===== src/source/superscalar_pkg.sv =====
`default_nettype none

package superscalar_pkg;

	////////////////////////////////////////////////////////////////////////////
	// machine sizes
	////////////////////////////////////////////////////////////////////////////

	localparam int WAYS      = 3;   // issue width
	localparam int XLEN      = 32;
	localparam int REG_IDX_W = 5;
	localparam int NUM_REGS  = 32;
	localparam int TAKEN_W   = 2;   // holds 0..WAYS

	// decoded encodings
	localparam logic [6:0]  OPCODE_OP     = 7'b0110011;
	localparam logic [6:0]  OPCODE_OP_IMM = 7'b0010011;
	localparam logic [31:0] INST_WFI      = 32'h1050_0073;

	////////////////////////////////////////////////////////////////////////////
	// instruction word, read as R-type or I-type
	////////////////////////////////////////////////////////////////////////////

	typedef union packed {
		struct packed {
			logic [6:0]           funct7;
			logic [REG_IDX_W-1:0] rs2;
			logic [REG_IDX_W-1:0] rs1;
			logic [2:0]           funct3;
			logic [REG_IDX_W-1:0] rd;
			logic [6:0]           opcode;
		} r;
		struct packed {
			logic [11:0]          imm;
			logic [REG_IDX_W-1:0] rs1;
			logic [2:0]           funct3;
			logic [REG_IDX_W-1:0] rd;
			logic [6:0]           opcode;
		} i;
	} inst_t;

	typedef enum logic [2:0] {
		ALU_ADD,
		ALU_SUB,
		ALU_AND,
		ALU_OR,
		ALU_XOR
	} alu_op_t;

	typedef enum logic [1:0] {
		NO_ERROR,
		ILLEGAL_INST,
		HALTED_ON_WFI
	} error_status_t;

	////////////////////////////////////////////////////////////////////////////
	// stage packets
	////////////////////////////////////////////////////////////////////////////

	typedef struct packed {
		inst_t [WAYS-1:0] inst;
		logic  [WAYS-1:0] valid;
	} fetch_bundle_t;

	typedef struct packed {
		logic                 valid;
		alu_op_t              alu_op;
		logic [XLEN-1:0]      opa;
		logic [XLEN-1:0]      opb;
		logic [REG_IDX_W-1:0] dest;    // zero when nothing is written
		logic                 halt;
		logic                 illegal;
	} issue_pkt_t;

	typedef struct packed {
		logic                 valid;
		logic [REG_IDX_W-1:0] dest;
		logic [XLEN-1:0]      value;
		logic                 halt;
		logic                 illegal;
	} result_pkt_t;

	typedef struct packed {
		logic                 valid;
		logic                 wr_en;
		logic [REG_IDX_W-1:0] wr_idx;
		logic [XLEN-1:0]      wr_data;
	} commit_t;

	typedef struct packed {
		logic                 wr_en;
		logic [REG_IDX_W-1:0] wr_idx;
		logic [XLEN-1:0]      wr_data;
	} reg_write_t;

endpackage

`default_nettype wire


===== src/source/bundle_issue.sv =====
`default_nettype none

module bundle_issue (
	input  logic                                  clock,
	input  logic                                  reset,
	input  superscalar_pkg::fetch_bundle_t        fetch_bundle,
	output logic [superscalar_pkg::TAKEN_W-1:0]   taken,
	output logic [superscalar_pkg::REG_IDX_W-1:0] rd_idx  [2*superscalar_pkg::WAYS],
	input  logic [superscalar_pkg::XLEN-1:0]      rd_data [2*superscalar_pkg::WAYS],
	output superscalar_pkg::issue_pkt_t           issue   [superscalar_pkg::WAYS]
);
	import superscalar_pkg::*;

	inst_t            word     [WAYS];
	issue_pkt_t       dec      [WAYS];
	logic [WAYS-1:0]  uses_rs1;
	logic [WAYS-1:0]  uses_rs2;
	logic [WAYS-1:0]  hazard;
	logic [WAYS-1:0]  accept;
	logic [TAKEN_W-1:0] count;

	// true when a live source of w names a nonzero dest
	function automatic logic reads_dest(
		input logic                 use1,
		input logic                 use2,
		input inst_t                w,
		input logic [REG_IDX_W-1:0] dest
	);
		return (dest != '0) && ((use1 && w.r.rs1 == dest) || (use2 && w.r.rs2 == dest));
	endfunction

	////////////////////////////////////////////////////////////////////////////
	// decode and operand read
	////////////////////////////////////////////////////////////////////////////

	always_comb begin
		for (int w = 0; w < WAYS; w++) begin
			word[w]          = fetch_bundle.inst[w];
			rd_idx[2*w]      = word[w].r.rs1;
			rd_idx[2*w + 1]  = word[w].r.rs2;   // unused by ADDI, read anyway
		end
	end

	always_comb begin
		for (int w = 0; w < WAYS; w++) begin
			dec[w]        = '0;
			dec[w].alu_op = ALU_ADD;
			uses_rs1[w]   = 1'b0;
			uses_rs2[w]   = 1'b0;

			if (word[w] == INST_WFI) begin
				dec[w].halt = 1'b1;
			end else if (word[w].r.opcode == OPCODE_OP) begin
				uses_rs1[w] = 1'b1;
				uses_rs2[w] = 1'b1;
				dec[w].opb  = rd_data[2*w + 1];
				case ({word[w].r.funct7, word[w].r.funct3})
					{7'h00, 3'b000}: dec[w].alu_op = ALU_ADD;
					{7'h20, 3'b000}: dec[w].alu_op = ALU_SUB;
					{7'h00, 3'b111}: dec[w].alu_op = ALU_AND;
					{7'h00, 3'b110}: dec[w].alu_op = ALU_OR;
					{7'h00, 3'b100}: dec[w].alu_op = ALU_XOR;
					default:         dec[w].illegal = 1'b1;
				endcase
			end else if (word[w].i.opcode == OPCODE_OP_IMM && word[w].i.funct3 == 3'b000) begin
				uses_rs1[w] = 1'b1;   // ADDI
				dec[w].opb  = {{(XLEN-12){word[w].i.imm[11]}}, word[w].i.imm};
			end else begin
				dec[w].illegal = 1'b1;
			end

			if (dec[w].illegal) begin
				uses_rs1[w] = 1'b0;
				uses_rs2[w] = 1'b0;
			end

			dec[w].opa   = rd_data[2*w];
			dec[w].dest  = (dec[w].illegal || dec[w].halt) ? '0 : word[w].r.rd;
		end
	end

	////////////////////////////////////////////////////////////////////////////
	// hazard split
	////////////////////////////////////////////////////////////////////////////

	always_comb begin
		for (int w = 0; w < WAYS; w++) begin
			hazard[w] = 1'b0;
			for (int j = 0; j < WAYS; j++) begin
				// older way in this bundle
				if (j < w && fetch_bundle.valid[j] &&
						reads_dest(uses_rs1[w], uses_rs2[w], word[w], dec[j].dest))
					hazard[w] = 1'b1;
				// result not yet computed, write-through can't cover it
				if (issue[j].valid &&
						reads_dest(uses_rs1[w], uses_rs2[w], word[w], issue[j].dest))
					hazard[w] = 1'b1;
			end
		end
	end

	// leading ways only, the first stopped way ends the run
	always_comb begin
		count = '0;
		for (int w = 0; w < WAYS; w++) begin
			if (w == 0)
				accept[w] = fetch_bundle.valid[w] && !hazard[w];
			else
				accept[w] = accept[w-1] && fetch_bundle.valid[w] && !hazard[w];
			count = count + TAKEN_W'(accept[w]);
		end
		taken = reset ? count : '0;
	end

	////////////////////////////////////////////////////////////////////////////
	// issue registers
	////////////////////////////////////////////////////////////////////////////

	always_ff @(posedge clock) begin
		for (int w = 0; w < WAYS; w++) begin
			issue[w] <= dec[w];
			if (!reset)
				issue[w].valid <= 1'b0;
			else
				issue[w].valid <= accept[w];   // rejected ways go in as bubbles
		end
	end

endmodule

`default_nettype wire


===== config.mk =====
export PLATFORM = sky130hd
export DESIGN_NAME = bundle_issue
export DESIGN_NICKNAME = d
export VERILOG_FILES = /design/src/source/superscalar_pkg.sv /design/src/source/bundle_issue.sv
export SDC_FILE = /design/constraint.sdc
export NUM_CORES = 1
export LEC_CHECK = 0
export BUFFER_PORTS_ARGS = -buffer_cell sky130_fd_sc_hd__buf_4
export CAP_MARGIN = 25
export CORE_AREA = 5 5 212 214
export DETAILED_ROUTE_END_ITERATION = 6
export DIE_AREA = 0 0 217 219
export PLACE_DENSITY = 0.52
export SYNTH_ARGS = -nofsm -noshare
export SYNTH_HDL_FRONTEND = slang
export SYNTH_SLANG_ARGS = --single-unit

===== constraint.sdc =====
create_clock -name clock -period 3.35 [get_ports clock]
set_input_delay 0.335 -clock clock [delete_from_list [all_inputs] [get_ports clock]]
set_output_delay 0.335 -clock clock [all_outputs]
set_load 0.005 [all_outputs]

* After elaboration in Yosys (flattened, before gate mapping)
Cells that the tools add are included.
** Storage, ports and cells
- Bits in registers :: 225
- Input port bits :: 293
- Logic and storage cells :: 222
** Operators by class
- $add $sub $neg :: 2
- Equal/unequal tests :: 45
- Multiplexer cells :: 60
- Bitwise logic cells :: 3
- Reduce and logical (&&, ||, !) cells :: 91
** Operator list (count)
- $mux 32 :: 6
- $eq 5x5->1 :: 24
- $eq 32x29->1 const B :: 3
- $eq 10x3->1 const B :: 9
- $logic_and 1x1->1 :: 56
- $mux 1 :: 48
- $pmux 3 s4 :: 3
- $eq 10x9->1 const B :: 3
- $logic_not 10->1 :: 3
- $reduce_bool 5->1 :: 5
- $eq 7x5->1 const B :: 3
- $eq 7x6->1 const B :: 3
- $logic_or 1x1->1 :: 15
- $reduce_or 5->1 :: 3
- $mux 5 :: 2
- $logic_not 3->1 :: 3
- $reduce_or 2->1 :: 3
- $logic_not 1->1 :: 3
- $not 1->1 :: 3
- $add 1x1->2 :: 1
- $add 2x1->2 :: 1
- $mux 2 :: 1

* Longest topological paths before layout
- Word-level depth :: 22
- Depth in mapped cells :: 10
- Gate-level depth less buffers :: 9

* Worst setup path before layout
OpenSTA, ideal clock, no wires.
- Path kind :: reg-to-output
- Start :: register issue[4] in the netlist's numbering
- End :: output port taken[0] in the netlist's numbering
- Arrival :: 2.617 ns
- Data required time :: 3.015 ns
- Slack :: 0.398 ns
- Cell stages (with the launch flop) :: 11
- Path buffers :: 1
- Cells stage by stage :: dfxtp_1 > buf_4 > or4_4 > o21ai_4 > nor4_1 > or3_1 > a31oi_1 > o2111a_1 > nand3_1 > fa_1 > nor2b_1
** On the way
- Cells in the longest elaborated chain, start to end :: 14
** RTL lines
- start: declaration :: line bundle_issue.sv:10 : output superscalar_pkg::issue_pkt_t issue [superscalar_pkg::WAYS]
- start signal: indexed assignment :: line bundle_issue.sv:121 : issue[w] <= dec[w];
- $eq 5x5->1 :: line bundle_issue.sv:29 : return (dest != '0) && ((use1 && w.r.rs1 == dest) || (use2 && w.r.rs2 == dest));
- $logic_and 1x1->1 :: line bundle_issue.sv:29
- $logic_or 1x1->1 :: line bundle_issue.sv:29
- $logic_and 1x1->1 :: line bundle_issue.sv:29
- $logic_and 1x1->1 :: line bundle_issue.sv:95 : if (issue[j].valid &&
- $mux 1 :: line bundle_issue.sv:95
- $logic_not 1->1
- $logic_and 1x1->1 :: line bundle_issue.sv:107 : accept[w] = fetch_bundle.valid[w] && !hazard[w];
- $logic_and 1x1->1 (4 in a row) :: line bundle_issue.sv:109 : accept[w] = accept[w-1] && fetch_bundle.valid[w] && !hazard[w];
- $add 2x1->2 (*) :: line bundle_issue.sv:110 : count = count + TAKEN_W'(accept[w]);
- $mux 2 (*) :: line bundle_issue.sv:112 : taken = reset ? count : '0;
- end: declaration :: line bundle_issue.sv:7 : output logic [superscalar_pkg::TAKEN_W-1:0] taken,
Every way passes the cells marked *; elsewhere a longest branch is shown, timed or not.

* Worst setup path in the final report
- Start :: register issue[5] in the netlist's numbering
- End :: output port taken[0] in the netlist's numbering
Same word-level chain as after synthesis.

==> Implementation_results.wiki <==
{| class="wikitable"
! Metric !! Value
|-
| Switching power of the nets || 1590 uW
|-
| Classification of the worst setup path || register to output port
|-
| Count of different cell masters after synthesis || 59
|-
| Detailed-route via count || 8718
|-
| Final weighted congestion in routability-driven placement || 0.861
|-
| Clock root buffer || sky130_fd_sc_hd__clkbuf_16
|-
| Worst slew margin relative to its limit || 40.3%
|-
| Maximum vdd drop || 0.000340 V
|-
| Detailed Route WL || 42800 um
|-
| Number of register bits inferred by synthesis || 225
|-
| Sequential share of the synthesized area || 54.3%
|-
| Class of the most critical hold timing path || input pin to register
|-
| Part of the total power dissipated in sequential elements || 40.9%
|-
| Dpl cells || 1837
|-
| Relative area change from synthesis to final layout || 93.1%
|-
| Ordered list of cells on the worst path || or4_4, o21ai_4, buf_6, nor4_2, o311ai_1, o211a_1, and4b_2, nand2_2, fa_2, nor2b_1, buf_4
|-
| Detail Route Antenna Nets || 0
|-
| Cell with the largest stage delay on the worst path || sky130_fd_sc_hd__fa_2
|-
| Via count of the first global-routing pass || 9283
|-
| Cell family contributing the most delay on the critical path || simple AND/OR/NAND/NOR gates
|-
| Final hold violations || 0
|-
| Number of CTS-inserted buffers || 28
|-
| Largest net degree at the start of global routing || 35
|-
| Fmax || 270 MHz
|-
| Netlist Area Pre-Place || 0.00830 sq mm
|-
| Biggest regs || issue: 225 flops
|-
| Row count || 76
|-
| Clock network power share || 46.0%
|-
| Tot GR Track Use || 16.8%
|-
| Detailed-route vias per instance || 4.16
|-
| Area of the placeable core || 0.0427 sq mm
|-
| Register with the most flip-flops || issue
|-
| Failing checks || setup timing
|-
| DRC violation count after routing || 0
|-
| Post-CTS clock slew at the launch and capture registers of the worst setup and hold paths || 60 ps
|-
| Data arrival time of the critical path || 3370 ps
|-
| Die boundary width || 217 um
|-
| PortBufs || 549
|-
| CTS tree || yes
|-
| Power Internal || 5180 uW
|-
| Fraction of layout instances using a drive strength above 1 || 43.7%
|-
| Die Outline Area || 0.0475 sq mm
|-
| Data required time at the worst endpoint || 3010 ps
|-
| RSZ-0062 raised after global routing || true
|-
| Length of the first detailed-routing pass in iterations || 5
|-
| Post-route non-filler standard cell count || 2096
|-
| Final min period || 3710 ps
|-
| Leakage Power || 0.00778 uW
|-
| Worst Setup End Kind || output port
|-
| Final Worst Setup Slack || -358 ps
|-
| Max FFs per register || 225
|-
| TritonCTS Sinks || 225
|-
| Global-route wire length before repair || 60600 um
|-
| Actual slew at the worst max-slew pin || 895 ps
|-
| Placed wire-length estimate after detailed placement || 33000 um
|-
| Critical path peak fanout || 4
|-
| I/O pin count || 550
|-
| Average footprint of a synthesized cell || 10.6 sq um
|-
| Number of enable-type register cells in the synthesized netlist || 0
|-
| Outcome || finished, violations left
|-
| Slew Viols, Final || 0
|-
| Share of async-settable or async-resettable flops after synthesis || 0%
|-
| Final setup violating endpoints || 2
|-
| Kind of start point of the critical path || register
|-
| Share of the cycle needed by the critical path after routing || 111%
|-
| Detail-routed net length per standard cell || 20.4 um
|-
| Die height || 219 um
|-
| Net count after synthesis || 1080
|-
| Number of DRC violations after detailed-routing iteration 0 || 368
|-
| Starting utilization of the core area || 19.4%
|-
| GRT overflow || 0
|-
| Utilization after layout || 37.5%
|-
| Clock Latency Late Sink || 560 ps
|-
| Switching Fraction || 23.5%
|-
| Yosys synthesis warning count || 0
|-
| Number of standard cells after synthesis || 786
|-
| Delay of the slowest critical-path stage || 590 ps
|-
| Pre-CTS worst setup slack || -210 ps
|-
| Sum of buffers and inverters on the critical path || 2
|-
| Initial antenna violation count || 4
|-
| Flip-flop cell with the highest count after synthesis || sky130_fd_sc_hd__dfxtp_1
|-
| Post-Route Skew || 9.10 ps
|-
| Clock Tree Buf Depth || 3
|-
| Nets || 1821
|-
| Power per cell area || 422 mW/mm^2
|-
| Maximum capacitance violations || 0
|-
| Number of levels the H-tree was split into || 1
|-
| Proportion of power drawn by combinational gates || 13.2%
|}
[Yosys cell counts (8+ instances only)]
| cell type | instances | area share [%] |
|---|---|---|
| sky130_fd_sc_hd__nor3_1 | 15 | 0.90 |
| sky130_fd_sc_hd__nand2_1 | 28 | 1.3 |
| sky130_fd_sc_hd__buf_4 | 33 | 3.0 |
| sky130_fd_sc_hd__and3_1 | 11 | 0.83 |
| sky130_fd_sc_hd__a22o_1 | 23 | 2.4 |
| sky130_fd_sc_hd__nor2_1 | 35 | 1.6 |
| sky130_fd_sc_hd__dfxtp_1 | 225 | 54 |
| sky130_fd_sc_hd__a21oi_1 | 10 | 0.60 |
| sky130_fd_sc_hd__xnor2_1 | 74 | 7.8 |
| sky130_fd_sc_hd__nand4_1 | 11 | 0.83 |
| sky130_fd_sc_hd__nor2b_1 | 8 | 0.60 |
| sky130_fd_sc_hd__a21o_1 | 63 | 5.7 |
| sky130_fd_sc_hd__xor2_1 | 42 | 4.4 |
| sky130_fd_sc_hd__nand3_1 | 27 | 1.6 |
| sky130_fd_sc_hd__and2_1 | 14 | 1.1 |
| sky130_fd_sc_hd__nor4_1 | 27 | 2.0 |
| sky130_fd_sc_hd__clkbuf_1 | 48 | 2.2 |
[timing repair]
item,in CTS,in global routing
buffers inserted,4,2
endpoints found under the hold margin,194,0
hold buffers,200,0
endpoints found under the setup margin,2,2
pin swaps,7,10
resized for setup,4,5
[power groups by stage]
stage                     clock, uW  sequential [uW]  combinational [uW]
after global placement            0             2820                 694
after floorplan                   0             2830                 194
after global routing           3330             2770                 953
final                          3110             2770                 892
after CTS                      3220             2760                 897
after detailed placement          0             2820                 700
[per-stage QoR]
stage                     setup TNS, ps  hold WS, ps  total power (uW)  instance area (sq um)
after floorplan                       0          363              3020                   8300
after CTS                          -661         1.02              6880                  16000
after global placement             -208          439              3520                  13000
final                              -604         32.1              6770                  16000
after detailed placement           -210          441              3520                  13000
after global routing               -852         10.8              7050                  16000
[metal layers]
| layer | vias up | wire length (um) | global-route usage (%) |
|---|---|---|---|
| li1 | 4140 | - | - |
| met1 | 4056 | 16400 | 19.4 |
| met2 | 444 | 21100 | 29.7 |
| met3 | 70 | 3840 | 5.28 |
| met4 | 8 | 1340 | 5.27 |
| met5 | - | 61 | 0 |
[worst paths after layout]
check | from | end | slack (ps) | cells after the start
max | issue[5]$_SDFF_PP0_ | taken[0] | -360 | 11
min | rd_data[3] | issue[10]$_SDFF_PP0_ | 30 | 2
max reg2reg | issue[2]$_SDFF_PP0_ | issue[74]$_SDFF_PN0_ | 970 | 8
min reg2reg | issue[149]$_SDFF_PN0_ | issue[224]$_SDFF_PN0_ | 1220 | 6
[cells by family (layout without fill, tap and decap cells)]
| family | count (synthesis) | after routing | synth area share (%) |
|---|---|---|---|
| AO/OA/AOI/OAI | 124 | 124 | 11.6 |
| flip-flops | 225 | 225 | 54.3 |
| other | 0 | 1 | 0 |
| multiplexers | 7 | 7 | 0.844 |
| adder cells (fa/ha/maj) | 1 | 1 | 0.241 |
| XOR/XNOR | 116 | 116 | 12.2 |
| AND/OR/NAND/NOR | 215 | 215 | 14.6 |
| buffers and inverters | 98 | 861 | 6.29 |
[final cells by class]
type	count	area, sq um
flip-flops and latches	225	4510
inverters	3	11.3
well taps	546	683
clock buffers	35	767
diodes	1	2.50
repair buffers	806	6560
multi-input cells	463	3310
clock inverters	17	199
fillers	4104	26700
[cells in the final DEF, fill, tap and decap left out, types with 15 or more instances in the layout]
cell type / netlist / layout
sky130_fd_sc_hd__dfxtp_1: 225 / 223
sky130_fd_sc_hd__a21o_1: 63 / 63
sky130_fd_sc_hd__xnor2_1: 74 / 74
sky130_fd_sc_hd__nor4_1: 27 / 25
sky130_fd_sc_hd__nand3_1: 27 / 26
sky130_fd_sc_hd__xor2_1: 42 / 42
sky130_fd_sc_hd__nor3_1: 15 / 15
sky130_fd_sc_hd__a22o_1: 23 / 23
sky130_fd_sc_hd__nand2_1: 28 / 27
sky130_fd_sc_hd__nor2_1: 35 / 35
sky130_fd_sc_hd__clkbuf_16: 0 / 28
sky130_fd_sc_hd__buf_4: 33 / 605
sky130_fd_sc_hd__dlygate4sd3_1: 0 / 200
[worst register-to-register path, delay by kind of cell, from the launching register on]
kind | cells | cell delay, ps
compound gates | 2 | 310
flops | 1 | 460
simple gates | 3 | 1090
buf+inv | 3 | 400
No activity file was read; power rests on OpenSTA's default activity.
