==> config.mk <==
export PLATFORM = sky130hd
export DESIGN_NAME = retire_unit
export DESIGN_NICKNAME = d
export VERILOG_FILES = /design/src/source/superscalar_pkg.sv /design/src/source/retire_unit.sv
export SDC_FILE = /design/constraint.sdc
export NUM_CORES = 1
export LEC_CHECK = 0
export CORE_AREA = 2 2 137 139
export DETAILED_ROUTE_END_ITERATION = 10
export DIE_AREA = 0 0 139 141
export DONT_BUFFER_PORTS = 1
export PLACE_DENSITY_LB_ADDON = 0.25
export SYNTH_ARGS = -nofsm -noshare
export SYNTH_HDL_FRONTEND = slang
export SYNTH_SLANG_ARGS = --single-unit
==> constraint.sdc <==
create_clock -name vclk -period 1.65
set_clock_uncertainty 0.05 [all_clocks]
set_input_delay 0.2475 -clock vclk [all_inputs]
set_output_delay 0.2475 -clock vclk [all_outputs]
set_load 0.1 [all_outputs]
==> src/source/superscalar_pkg.sv <==
`default_nettype none

package superscalar_pkg;

	////////////////////////////////////////////////////////////////////////////
	// machine sizes
	////////////////////////////////////////////////////////////////////////////

	localparam int WAYS      = 3;   // issue width
	localparam int XLEN      = 32;
	localparam int REG_IDX_W = 5;
	localparam int NUM_REGS  = 32;
	localparam int TAKEN_W   = 2;   // holds 0..WAYS

	// decoded encodings
	localparam logic [6:0]  OPCODE_OP     = 7'b0110011;
	localparam logic [6:0]  OPCODE_OP_IMM = 7'b0010011;
	localparam logic [31:0] INST_WFI      = 32'h1050_0073;

	////////////////////////////////////////////////////////////////////////////
	// instruction word, read as R-type or I-type
	////////////////////////////////////////////////////////////////////////////

	typedef union packed {
		struct packed {
			logic [6:0]           funct7;
			logic [REG_IDX_W-1:0] rs2;
			logic [REG_IDX_W-1:0] rs1;
			logic [2:0]           funct3;
			logic [REG_IDX_W-1:0] rd;
			logic [6:0]           opcode;
		} r;
		struct packed {
			logic [11:0]          imm;
			logic [REG_IDX_W-1:0] rs1;
			logic [2:0]           funct3;
			logic [REG_IDX_W-1:0] rd;
			logic [6:0]           opcode;
		} i;
	} inst_t;

	typedef enum logic [2:0] {
		ALU_ADD,
		ALU_SUB,
		ALU_AND,
		ALU_OR,
		ALU_XOR
	} alu_op_t;

	typedef enum logic [1:0] {
		NO_ERROR,
		ILLEGAL_INST,
		HALTED_ON_WFI
	} error_status_t;

	////////////////////////////////////////////////////////////////////////////
	// stage packets
	////////////////////////////////////////////////////////////////////////////

	typedef struct packed {
		inst_t [WAYS-1:0] inst;
		logic  [WAYS-1:0] valid;
	} fetch_bundle_t;

	typedef struct packed {
		logic                 valid;
		alu_op_t              alu_op;
		logic [XLEN-1:0]      opa;
		logic [XLEN-1:0]      opb;
		logic [REG_IDX_W-1:0] dest;    // zero when nothing is written
		logic                 halt;
		logic                 illegal;
	} issue_pkt_t;

	typedef struct packed {
		logic                 valid;
		logic [REG_IDX_W-1:0] dest;
		logic [XLEN-1:0]      value;
		logic                 halt;
		logic                 illegal;
	} result_pkt_t;

	typedef struct packed {
		logic                 valid;
		logic                 wr_en;
		logic [REG_IDX_W-1:0] wr_idx;
		logic [XLEN-1:0]      wr_data;
	} commit_t;

	typedef struct packed {
		logic                 wr_en;
		logic [REG_IDX_W-1:0] wr_idx;
		logic [XLEN-1:0]      wr_data;
	} reg_write_t;

endpackage

`default_nettype wire

==> src/source/retire_unit.sv <==
`default_nettype none

module retire_unit (
	input  superscalar_pkg::result_pkt_t        result [superscalar_pkg::WAYS],
	output superscalar_pkg::reg_write_t         writes [superscalar_pkg::WAYS],
	output superscalar_pkg::commit_t            commit [superscalar_pkg::WAYS],
	output logic [superscalar_pkg::TAKEN_W-1:0] completed_insts,
	output superscalar_pkg::error_status_t      error_status
);
	import superscalar_pkg::*;

	logic any_illegal;
	logic any_halt;

	always_comb begin
		completed_insts = '0;
		any_illegal     = 1'b0;
		any_halt        = 1'b0;

		for (int w = 0; w < WAYS; w++) begin
			commit[w].valid   = result[w].valid;
			commit[w].wr_en   = result[w].valid && !result[w].illegal &&
				!result[w].halt && result[w].dest != '0;
			commit[w].wr_idx  = result[w].dest;
			commit[w].wr_data = result[w].value;

			writes[w].wr_en   = commit[w].wr_en;
			writes[w].wr_idx  = commit[w].wr_idx;
			writes[w].wr_data = commit[w].wr_data;

			// halts and illegals still count as completed
			completed_insts = completed_insts + TAKEN_W'(result[w].valid);
			any_illegal     = any_illegal | (result[w].valid & result[w].illegal);
			any_halt        = any_halt | (result[w].valid & result[w].halt);
		end

		if (any_illegal)
			error_status = ILLEGAL_INST;   // beats a halt in the same cycle
		else if (any_halt)
			error_status = HALTED_ON_WFI;
		else
			error_status = NO_ERROR;
	end

endmodule

`default_nettype wire

# After elaboration in Yosys (flattened, before gate mapping)
# Index checks and enable logic that the tools add are counted.
word_totals:
  ff_bits: 0
  input_bits: 120
  output_inout_bits: 235
  word_cells: 32
op_classes:
  add_sub_neg: 2
  n_mux: 2
  n_bitwise: 10
  reduce_logical: 18
ops:
  columns: ["op", "count"]
  rows:
  - ["$reduce_bool A5 Y1", 3]
  - ["$logic_and A1 B1 Y1", 9]
  - ["$and A1 B1 Y1", 6]
  - ["$logic_not A1 Y1", 6]
  - ["$mux W2", 2]
  - ["$or A1 B1 Y1", 4]
  - ["$add A1 B1 Y2", 1]
  - ["$add A2 B1 Y2", 1]

# Depth between registers and ports, before layout
# Gate-level depths: netlist of run 1.
depth:
  ltp_word: 5
  ltp_mapped: 3
  depth_no_buf: 2

# Worst setup path before layout of run 1
# OpenSTA, ideal clock, no wires.
synth_path:
  path_type: "input to output"
  from: "in result[40] (netlist bit)"
  to: "out error_status[1]"
  t_arrival_ns: 1.992
  t_required_ns: 1.352
  path_slack_ns: -0.639
  stages: 2
  path_cell_list: "a222oi_1 > nor2b_1"
synth_via:
  elab_chain_len: 4
synth_lines:
  columns: ["item", "line_no", "source"]
  rows:
  - ["from (decl)", "retire_unit.sv:4", "input superscalar_pkg::result_pkt_t result [superscalar_pkg::WAYS],"]
  - ["$and A1 B1 Y1", "retire_unit.sv:33", "any_illegal = any_illegal | (result[w].valid & result[w].illegal);"]
  - ["$or A1 B1 Y1 (2 in a row)", "retire_unit.sv:33", null]
  - ["$mux W2", "retire_unit.sv:37", "if (any_illegal)"]
  - ["to (decl)", "retire_unit.sv:8", "output superscalar_pkg::error_status_t error_status"]
# No other way between the ends.

==> flow_metrics.env, run 1 <==
export IMPL_slew_violations=0
export IMPL_avgSynthCellArea_um2=7.54
export IMPL_yosysTopAreaCell="buf_4"
export IMPL_drt_pass1_iterations=4
export IMPL_wirelength_um=2670
export IMPL_grt_pass1_wl_um=3130
export IMPL_final_util_pct=2.73
export IMPL_cts_resized=0
export IMPL_regArea_um2=0
export IMPL_crit_slowest_cell="or4_4"
export IMPL_postCtsSetupBuffers=0
export IMPL_critPathMaxFanout=3
export IMPL_ir_drop_mv=0.254
export IMPL_track_usage_pct=2.19
export IMPL_grt_max_degree=6
export IMPL_postCtsHoldBufs=0
export IMPL_stdcell_count=251
export IMPL_ys_types=8
export IMPL_whs_ns=0.445
export IMPL_crit_start="result[74]"
export IMPL_grt_pass1_vias=428
export IMPL_internal_power_uw=47.0
export IMPL_fmax_ghz=0.645
export IMPL_setup_violations=0
export IMPL_fin_crit_ns=1.55
export IMPL_relSlewSlack_pct=58.9
export IMPL_seqPwrFrac_pct=0
export IMPL_ys_top_cells_by_area="buf_4, o211a_1, or4_1"
export IMPL_clkbuf_count=0
export IMPL_status="finished, final reports clean"
export IMPL_die_h_um=141
export IMPL_wl_per_cell_um=10.6
export IMPL_area_delta_synth_final_pct=-72.8
export IMPL_arrival_ns=1.25
export IMPL_die_area_um2=19600
export IMPL_first_iter_violations=27
export IMPL_clockPowerShare_pct=0
export IMPL_tightest_slew_ns=0.618
export IMPL_startpoint_type="input pin"
export IMPL_overflow=0
export IMPL_final_cell_mix="or4_4, nor2_1, o211a_4"
export IMPL_drc_errors=0
export IMPL_initial_core_util_pct=10.0
export IMPL_diodes=0
export IMPL_fin_tns_setup_ns=0
export IMPL_synth_cells=243
export IMPL_nNetsFinal=140
export IMPL_combPwrFrac_pct=100.0
export IMPL_synth_area_um2=1830
export IMPL_power_density_nw_per_um2=371
export IMPL_crit_type="in -> out"
export IMPL_rows=50
export IMPL_hold_class="in -> out"
export IMPL_syn_num_nets=364
export IMPL_layout_sequential_cells=0
export IMPL_vias=345
export IMPL_p_switching_uw=138
export IMPL_ys_seq_area_share_pct=0
export IMPL_required_ns=1.35
export IMPL_crit_family="simple AND/OR/NAND/NOR gates"
export IMPL_cp_endpoint="commit[76]"
export IMPL_cp_depth=2
export IMPL_routed_via_density=1.37
export IMPL_gp_congestion=0.536
export IMPL_ios=355
export IMPL_ys_warnings_count=0
export IMPL_grt_setup_unrepaired="false"
export IMPL_postRouteAntennaNets=0
export IMPL_core_area_um2=18300
export IMPL_timing_final_crit_share_pct=93.9
export IMPL_die_x_um=139
export IMPL_maxCapViolations=0
export IMPL_io_buffer_count=0
export IMPL_layout_drive_gt1_share_pct=64.7
export IMPL_switching_share_pct=74.5
export IMPL_cp_cell_sequence="or4_4 -> o211a_4"
export IMPL_antenna_found_initial=0
export IMPL_end_kind="primary output"
export IMPL_synth_top_cell_area_share_pct=93.8
export IMPL_dp_cells=251
export IMPL_finalHoldViolations=0
export IMPL_max_stage_delay_ns=0.52
export IMPL_fill_cells=2190
export IMPL_leakagePower_uw=0.0000719
export IMPL_path_buf_inv=0
-- kinds of logic after synthesis --
| logic type | synth area share (%) |
|---|---|
| fa+ha+maj | 1.09 |
| simple gates | 2.18 |
| compound gates | 2.73 |
| buf+inv | 94.0 |
-- cell type report --
type / count / area (um2) / area share [%]
inverter: 1 / 3.75 / 0.754
tap: 234 / 293 / 58.8
timing repair buffer: 3 / 47.5 / 9.55
multi-input combinational: 13 / 154 / 30.9
-- how the worst min path moves through the flow --
stage,slack (ns),cells past startpoint,endpoint,from
after floorplan,0.66,1,commit[0],result[2]
after global placement,0.45,0,commit[58],result[61]
after detailed placement,0.45,0,commit[58],result[61]
after CTS,0.45,0,commit[58],result[61]
after global routing,0.45,0,commit[15],result[17]
final,0.45,0,commit[96],result[100]
-- power by group through the flow --
| stage | combinational (uW) | clock (uW) | sequential, uW |
|---|---|---|---|
| 2_1_floorplan | 2740 | 0 | 0 |
| 3_3_place_gp | 186 | 0 | 0 |
| 3_5_place_dp | 187 | 0 | 0 |
| 4_1_cts | 187 | 0 | 0 |
| 5_1_grt | 189 | 0 | 0 |
| 6_report | 185 | 0 | 0 |
-- synthesized netlist by cell type, drive strengths merged --
library cell / number
a222oi: 2
buf: 229
fa: 1
inv: 1
nor2: 3
nor2b: 1
o211a: 3
or4: 3
-- through the flow --
step           power, uW  cell area, um2  setup WS (ns)
2_1_floorplan       2740            1910       -0.00929
3_3_place_gp         186             498         0.0998
3_5_place_dp         187             498         0.0982
4_1_cts              187             498         0.0982
5_1_grt              189             498         0.0910
6_report             185             498          0.100
-- layer usage --
layer,GRT usage (%),vias to the layer above,part of all wire (%)
met5,0,-,0
met4,3.35,0,14
met3,1.22,58,21
met2,3.81,107,48
met1,1.23,113,16
li1,-,67,-
Note: power is estimated with default switching activity, not from simulation.
==> inputs of run 2 (changes only) <==
--- a/config.mk
+++ b/config.mk
@@ -5,9 +5,9 @@
 export SDC_FILE = /design/constraint.sdc
 export NUM_CORES = 1
 export LEC_CHECK = 0
-export CORE_AREA = 2 2 137 139
+export CORE_AREA = 2 2 138 140
 export DETAILED_ROUTE_END_ITERATION = 10
-export DIE_AREA = 0 0 139 141
+export DIE_AREA = 0 0 140 142
 export DONT_BUFFER_PORTS = 1
 export PLACE_DENSITY_LB_ADDON = 0.25
 export SYNTH_ARGS = -nofsm -noshare
==> flow_metrics.env, run 2 (same netlist as run 1, synthesis figures left out) <==
export IMPL_critPathMaxFanout=3
export IMPL_power_uw=185
export IMPL_grt_setup_unrepaired="false"
export IMPL_nNetsFinal=141
export IMPL_rows=50
export IMPL_grt_pass1_vias=435
export IMPL_hold_class="in -> out"
export IMPL_area_delta_synth_final_pct=-72.4
export IMPL_wirelength_um=2350
export IMPL_postCtsSetupBuffers=0
export IMPL_ir_drop_mv=0.0802
export IMPL_cp_cell_sequence="or4_4 -> o211a_4"
export IMPL_grt_max_degree=6
export IMPL_grt_pass1_wl_um=2640
export IMPL_finalHoldViolations=0
export IMPL_maxCapViolations=0
export IMPL_ios=355
export IMPL_antenna_found_initial=0
export IMPL_clkbuf_count=0
export IMPL_crit_slowest_cell="or4_4"
export IMPL_io_buffer_count=0
export IMPL_crit_type="in -> out"
export IMPL_routed_via_density=1.37
export IMPL_initial_core_util_pct=9.93
export IMPL_final_area_um2=505
export IMPL_die_h_um=142
export IMPL_max_stage_delay_ns=0.52
export IMPL_fmax_ghz=0.646
export IMPL_crit_family="simple AND/OR/NAND/NOR gates"
export IMPL_vias=345
export IMPL_cts_resized=0
export IMPL_fin_crit_ns=1.55
export IMPL_violations="DRC"
export IMPL_diodes=0
export IMPL_setup_violations=0
export IMPL_postCtsHoldBufs=0
export IMPL_layout_drive_gt1_share_pct=66.7
export IMPL_min_path_cells=0
export IMPL_drc_errors=23
export IMPL_place_area_um2=505
export IMPL_path_buf_inv=0
export IMPL_slew_violations=0
export IMPL_postRouteAntennaNets=0
export IMPL_required_ns=1.35
export IMPL_die_x_um=140
export IMPL_relSlewSlack_pct=59.4
export IMPL_hpwl_um=1930
export IMPL_first_iter_violations=63
export IMPL_wl_per_cell_um=9.31
export IMPL_drt_pass1_iterations=9
export IMPL_overflow=0
export IMPL_tightest_slew_ns=0.612
export IMPL_leakagePower_uw=0.0000770
export IMPL_regArea_um2=0
export IMPL_fill_cells=2175
export IMPL_power_density_nw_per_um2=365
export IMPL_track_usage_pct=1.80
export IMPL_timing_final_crit_share_pct=93.8
export IMPL_layout_sequential_cells=0
export IMPL_status="finished with violations"
export IMPL_arrival_ns=1.25
export IMPL_die_area_um2=19900
export IMPL_end_kind="primary output"
export IMPL_gp_congestion=0.494
export IMPL_core_area_um2=18500
export IMPL_cp_depth=2
export IMPL_startpoint_type="input pin"
export IMPL_final_cell_mix="or4_4, nor2_1, o211a_4"
[run 2: cell types whose count changed in the layout (fill, tap and decap cells not counted), sizes merged]
cell,before,now
buf,3,4
[run 2: path summary, 6_finish.rpt]
check	to	slack [ns]	startpoint
worst min-delay path	commit[74]	0.45	result[77]
worst max-delay path	commit[76]	0.10	result[74]
[run 2: layout make-up]
class | instances | area [um2] | area share [%]
repair buffers | 4 | 55.1 | 10.9
multi-input cells | 13 | 154 | 30.4
inverters | 1 | 3.75 | 0.743
well taps | 234 | 293 | 57.9
[run 2: per-layer routing]
metal / wire length, um / up-vias / part of all wire (%) / global-route usage (%)
li1: - / 69 / - / -
met1: 284 / 131 / 12 / 0.467
met2: 1170 / 95 / 50 / 3.24
met3: 549 / 50 / 23 / 1.11
met4: 344 / 0 / 15 / 3.83
met5: 0 / - / 0 / 0
[run 2: per-stage QoR]
stage / instances / utilization [%] / hold WS, ns / TNS (ns) / setup WS, ns
after floorplan: 243 / - / 0.657 / -0.0279 / -0.00929
after global placement: 252 / 2.74 / 0.446 / 0 / 0.101
after detailed placement: 252 / 2.74 / 0.446 / 0 / 0.102
after CTS: 252 / 2.74 / 0.446 / 0 / 0.102
after global routing: 252 / 2.74 / 0.445 / 0 / 0.0961
final: 252 / 2.74 / 0.445 / 0 / 0.103
[run 2: where the power goes]
| part | leakage [uW] | switching, uW | internal (uW) |
|---|---|---|---|
| clock network | 0 | 0 | 0 |
| registers | 0 | 0 | 0 |
| logic | 0.0000770 | 136 | 48.5 |
==> inputs of run 3 (changes only) <==
--- a/config.mk
+++ b/config.mk
@@ -5,9 +5,10 @@
 export SDC_FILE = /design/constraint.sdc
 export NUM_CORES = 1
 export LEC_CHECK = 0
-export CORE_AREA = 2 2 138 140
+export ABC_AREA = 1
+export CORE_AREA = 2 2 137 139
 export DETAILED_ROUTE_END_ITERATION = 10
-export DIE_AREA = 0 0 140 142
+export DIE_AREA = 0 0 139 141
 export DONT_BUFFER_PORTS = 1
 export PLACE_DENSITY_LB_ADDON = 0.25
 export SYNTH_ARGS = -nofsm -noshare
==> flow_metrics.env, run 3 <==
export IMPL_crit_type="in -> out"
export IMPL_required_ns=1.35
export IMPL_max_stage_delay_ns=0.46
export IMPL_hold_start="result[47]"
export IMPL_grt_setup_unrepaired="false"
export IMPL_maxCapViolations=0
export IMPL_ys_types=8
export IMPL_cts_resized=0
export IMPL_grt_max_degree=6
export IMPL_fmax_ghz=0.754
export IMPL_gp_congestion=0.675
export IMPL_postCtsSetupBuffers=0
export IMPL_yosysMostFrequentCell="buf_4"
export IMPL_ys_seq_area_share_pct=0
export IMPL_regArea_um2=0
export IMPL_nNetsFinal=162
export IMPL_tightest_slew_ns=0.539
export IMPL_synth_cells=262
export IMPL_min_path_cells=0
export IMPL_grt_pass1_vias=575
export IMPL_fin_tns_setup_ns=0
export IMPL_timing_final_crit_share_pct=80.3
export IMPL_end_kind="primary output"
export IMPL_leakagePower_uw=0.000129
export IMPL_fill_cells=2188
export IMPL_vias=454
export IMPL_power_density_nw_per_um2=339
export IMPL_fin_crit_ns=1.33
export IMPL_area_delta_synth_final_pct=-69.4
export IMPL_synth_top_cell_area_share_pct=90.7
export IMPL_final_common_cell="nand2_1"
export IMPL_wl_per_cell_um=13.3
export IMPL_clkbuf_count=0
export IMPL_grt_pass1_wl_um=4640
export IMPL_cp_cell_sequence="nor3b_2 -> nand2_1 -> clkinvlp_4 -> buf_4"
export IMPL_core_area_um2=18300
export IMPL_avgSynthCellArea_um2=7.23
export IMPL_initial_core_util_pct=10.4
export IMPL_die_h_um=141
export IMPL_drc_errors=0
export IMPL_relSlewSlack_pct=64.0
export IMPL_layout_sequential_cells=0
export IMPL_arrival_ns=1.03
export IMPL_final_cell_mix="nand2_1, nor2_1, inv_1, buf_12"
export IMPL_status="finished, final reports clean"
export IMPL_ys_warnings_count=0
export IMPL_first_iter_violations=7
export IMPL_die_x_um=139
export IMPL_track_usage_pct=3.21
export IMPL_drt_pass1_iterations=2
export IMPL_die_area_um2=19600
export IMPL_overflow=0
export IMPL_power_uw=197
export IMPL_slew_violations=0
export IMPL_rows=50
export IMPL_synthTopCellsByCount="buf_4, nand2_1, nor2_1"
export IMPL_whs_ns=0.445
export IMPL_wirelength_um=3640
export IMPL_postCtsHoldBufs=0
export IMPL_postRouteAntennaNets=0
export IMPL_layout_drive_gt1_share_pct=38.5
export IMPL_min_to="commit[44]"
export IMPL_ir_drop_mv=0.174
export IMPL_diodes=0
export IMPL_ios=355
export IMPL_antenna_found_initial=0
export IMPL_synth_area_um2=1900
export IMPL_critPathMaxFanout=2
export IMPL_finalHoldViolations=0
export IMPL_io_buffer_count=0
export IMPL_syn_num_nets=383
export IMPL_setup_violations=0
export IMPL_crit_slowest_cell="buf_4"
export IMPL_yosysTopAreaCell="buf_4"
export IMPL_ys_top_cells_by_area="buf_4, nand2_1, nor3b_2"
export IMPL_routed_via_density=1.66
export IMPL_hold_class="in -> out"
export IMPL_startpoint_type="input pin"
export IMPL_hpwl_um=3260
==> run 3: worst max path at each step <==
stage	slack, ns	end	startpoint
after floorplan	0.02	writes[113]	result[117]
after global placement	0.32	commit[37]	result[0]
after detailed placement	0.31	commit[37]	result[0]
after CTS	0.32	commit[37]	result[0]
after global routing	0.29	writes[37]	result[0]
final	0.32	commit[37]	result[0]
==> run 3: critical path: cells and delay by family <==
kind          cells  cell delay, ns
buf+inv           2            0.52
simple gates      2            0.26
==> run 3: cell families after synthesis <==
| group | share of synthesized area, % |
|---|---|
| adder cells (fa/ha/maj) | 1.06 |
| AND/OR/NAND/NOR | 6.86 |
| buffers and inverters | 92.1 |
==> run 3: report_power, final <==
part           total, uW  internal [uW]  leakage, uW  switching, uW
sequential             0              0            0              0
combinational        197           52.8     0.000129            144
clock                  0              0            0              0
total                197           52.8     0.000129            144
==> run 3: stage by stage <==
step | std cells | util (%) | setup slack, ns | instance area [um2]
final | 273 | 3.18 | 0.324 | 581
after floorplan | 262 | - | 0.0245 | 1910
after global placement | 273 | 3.18 | 0.322 | 581
after detailed placement | 273 | 3.18 | 0.314 | 581
after CTS | 273 | 3.18 | 0.316 | 581
after global routing | 273 | 3.18 | 0.288 | 581
==> run 3: per-layer routing <==
layer | wire length, um | GRT usage [%] | up-vias
met2 | 1900 | 6.35 | 173
li1 | - | - | 111
met4 | 452 | 3.67 | 0
met1 | 212 | 0.492 | 118
met5 | 0 | 0 | -
met3 | 1080 | 3.74 | 52
==> run 3: cell type report <==
type / count / area, um2 / area share (%)
Tap cell: 234 / 293 / 50.4
Inverter: 7 / 37.5 / 6.47
Multi-Input combinational cell: 26 / 155 / 26.7
Timing Repair Buffer: 6 / 95.1 / 16.4
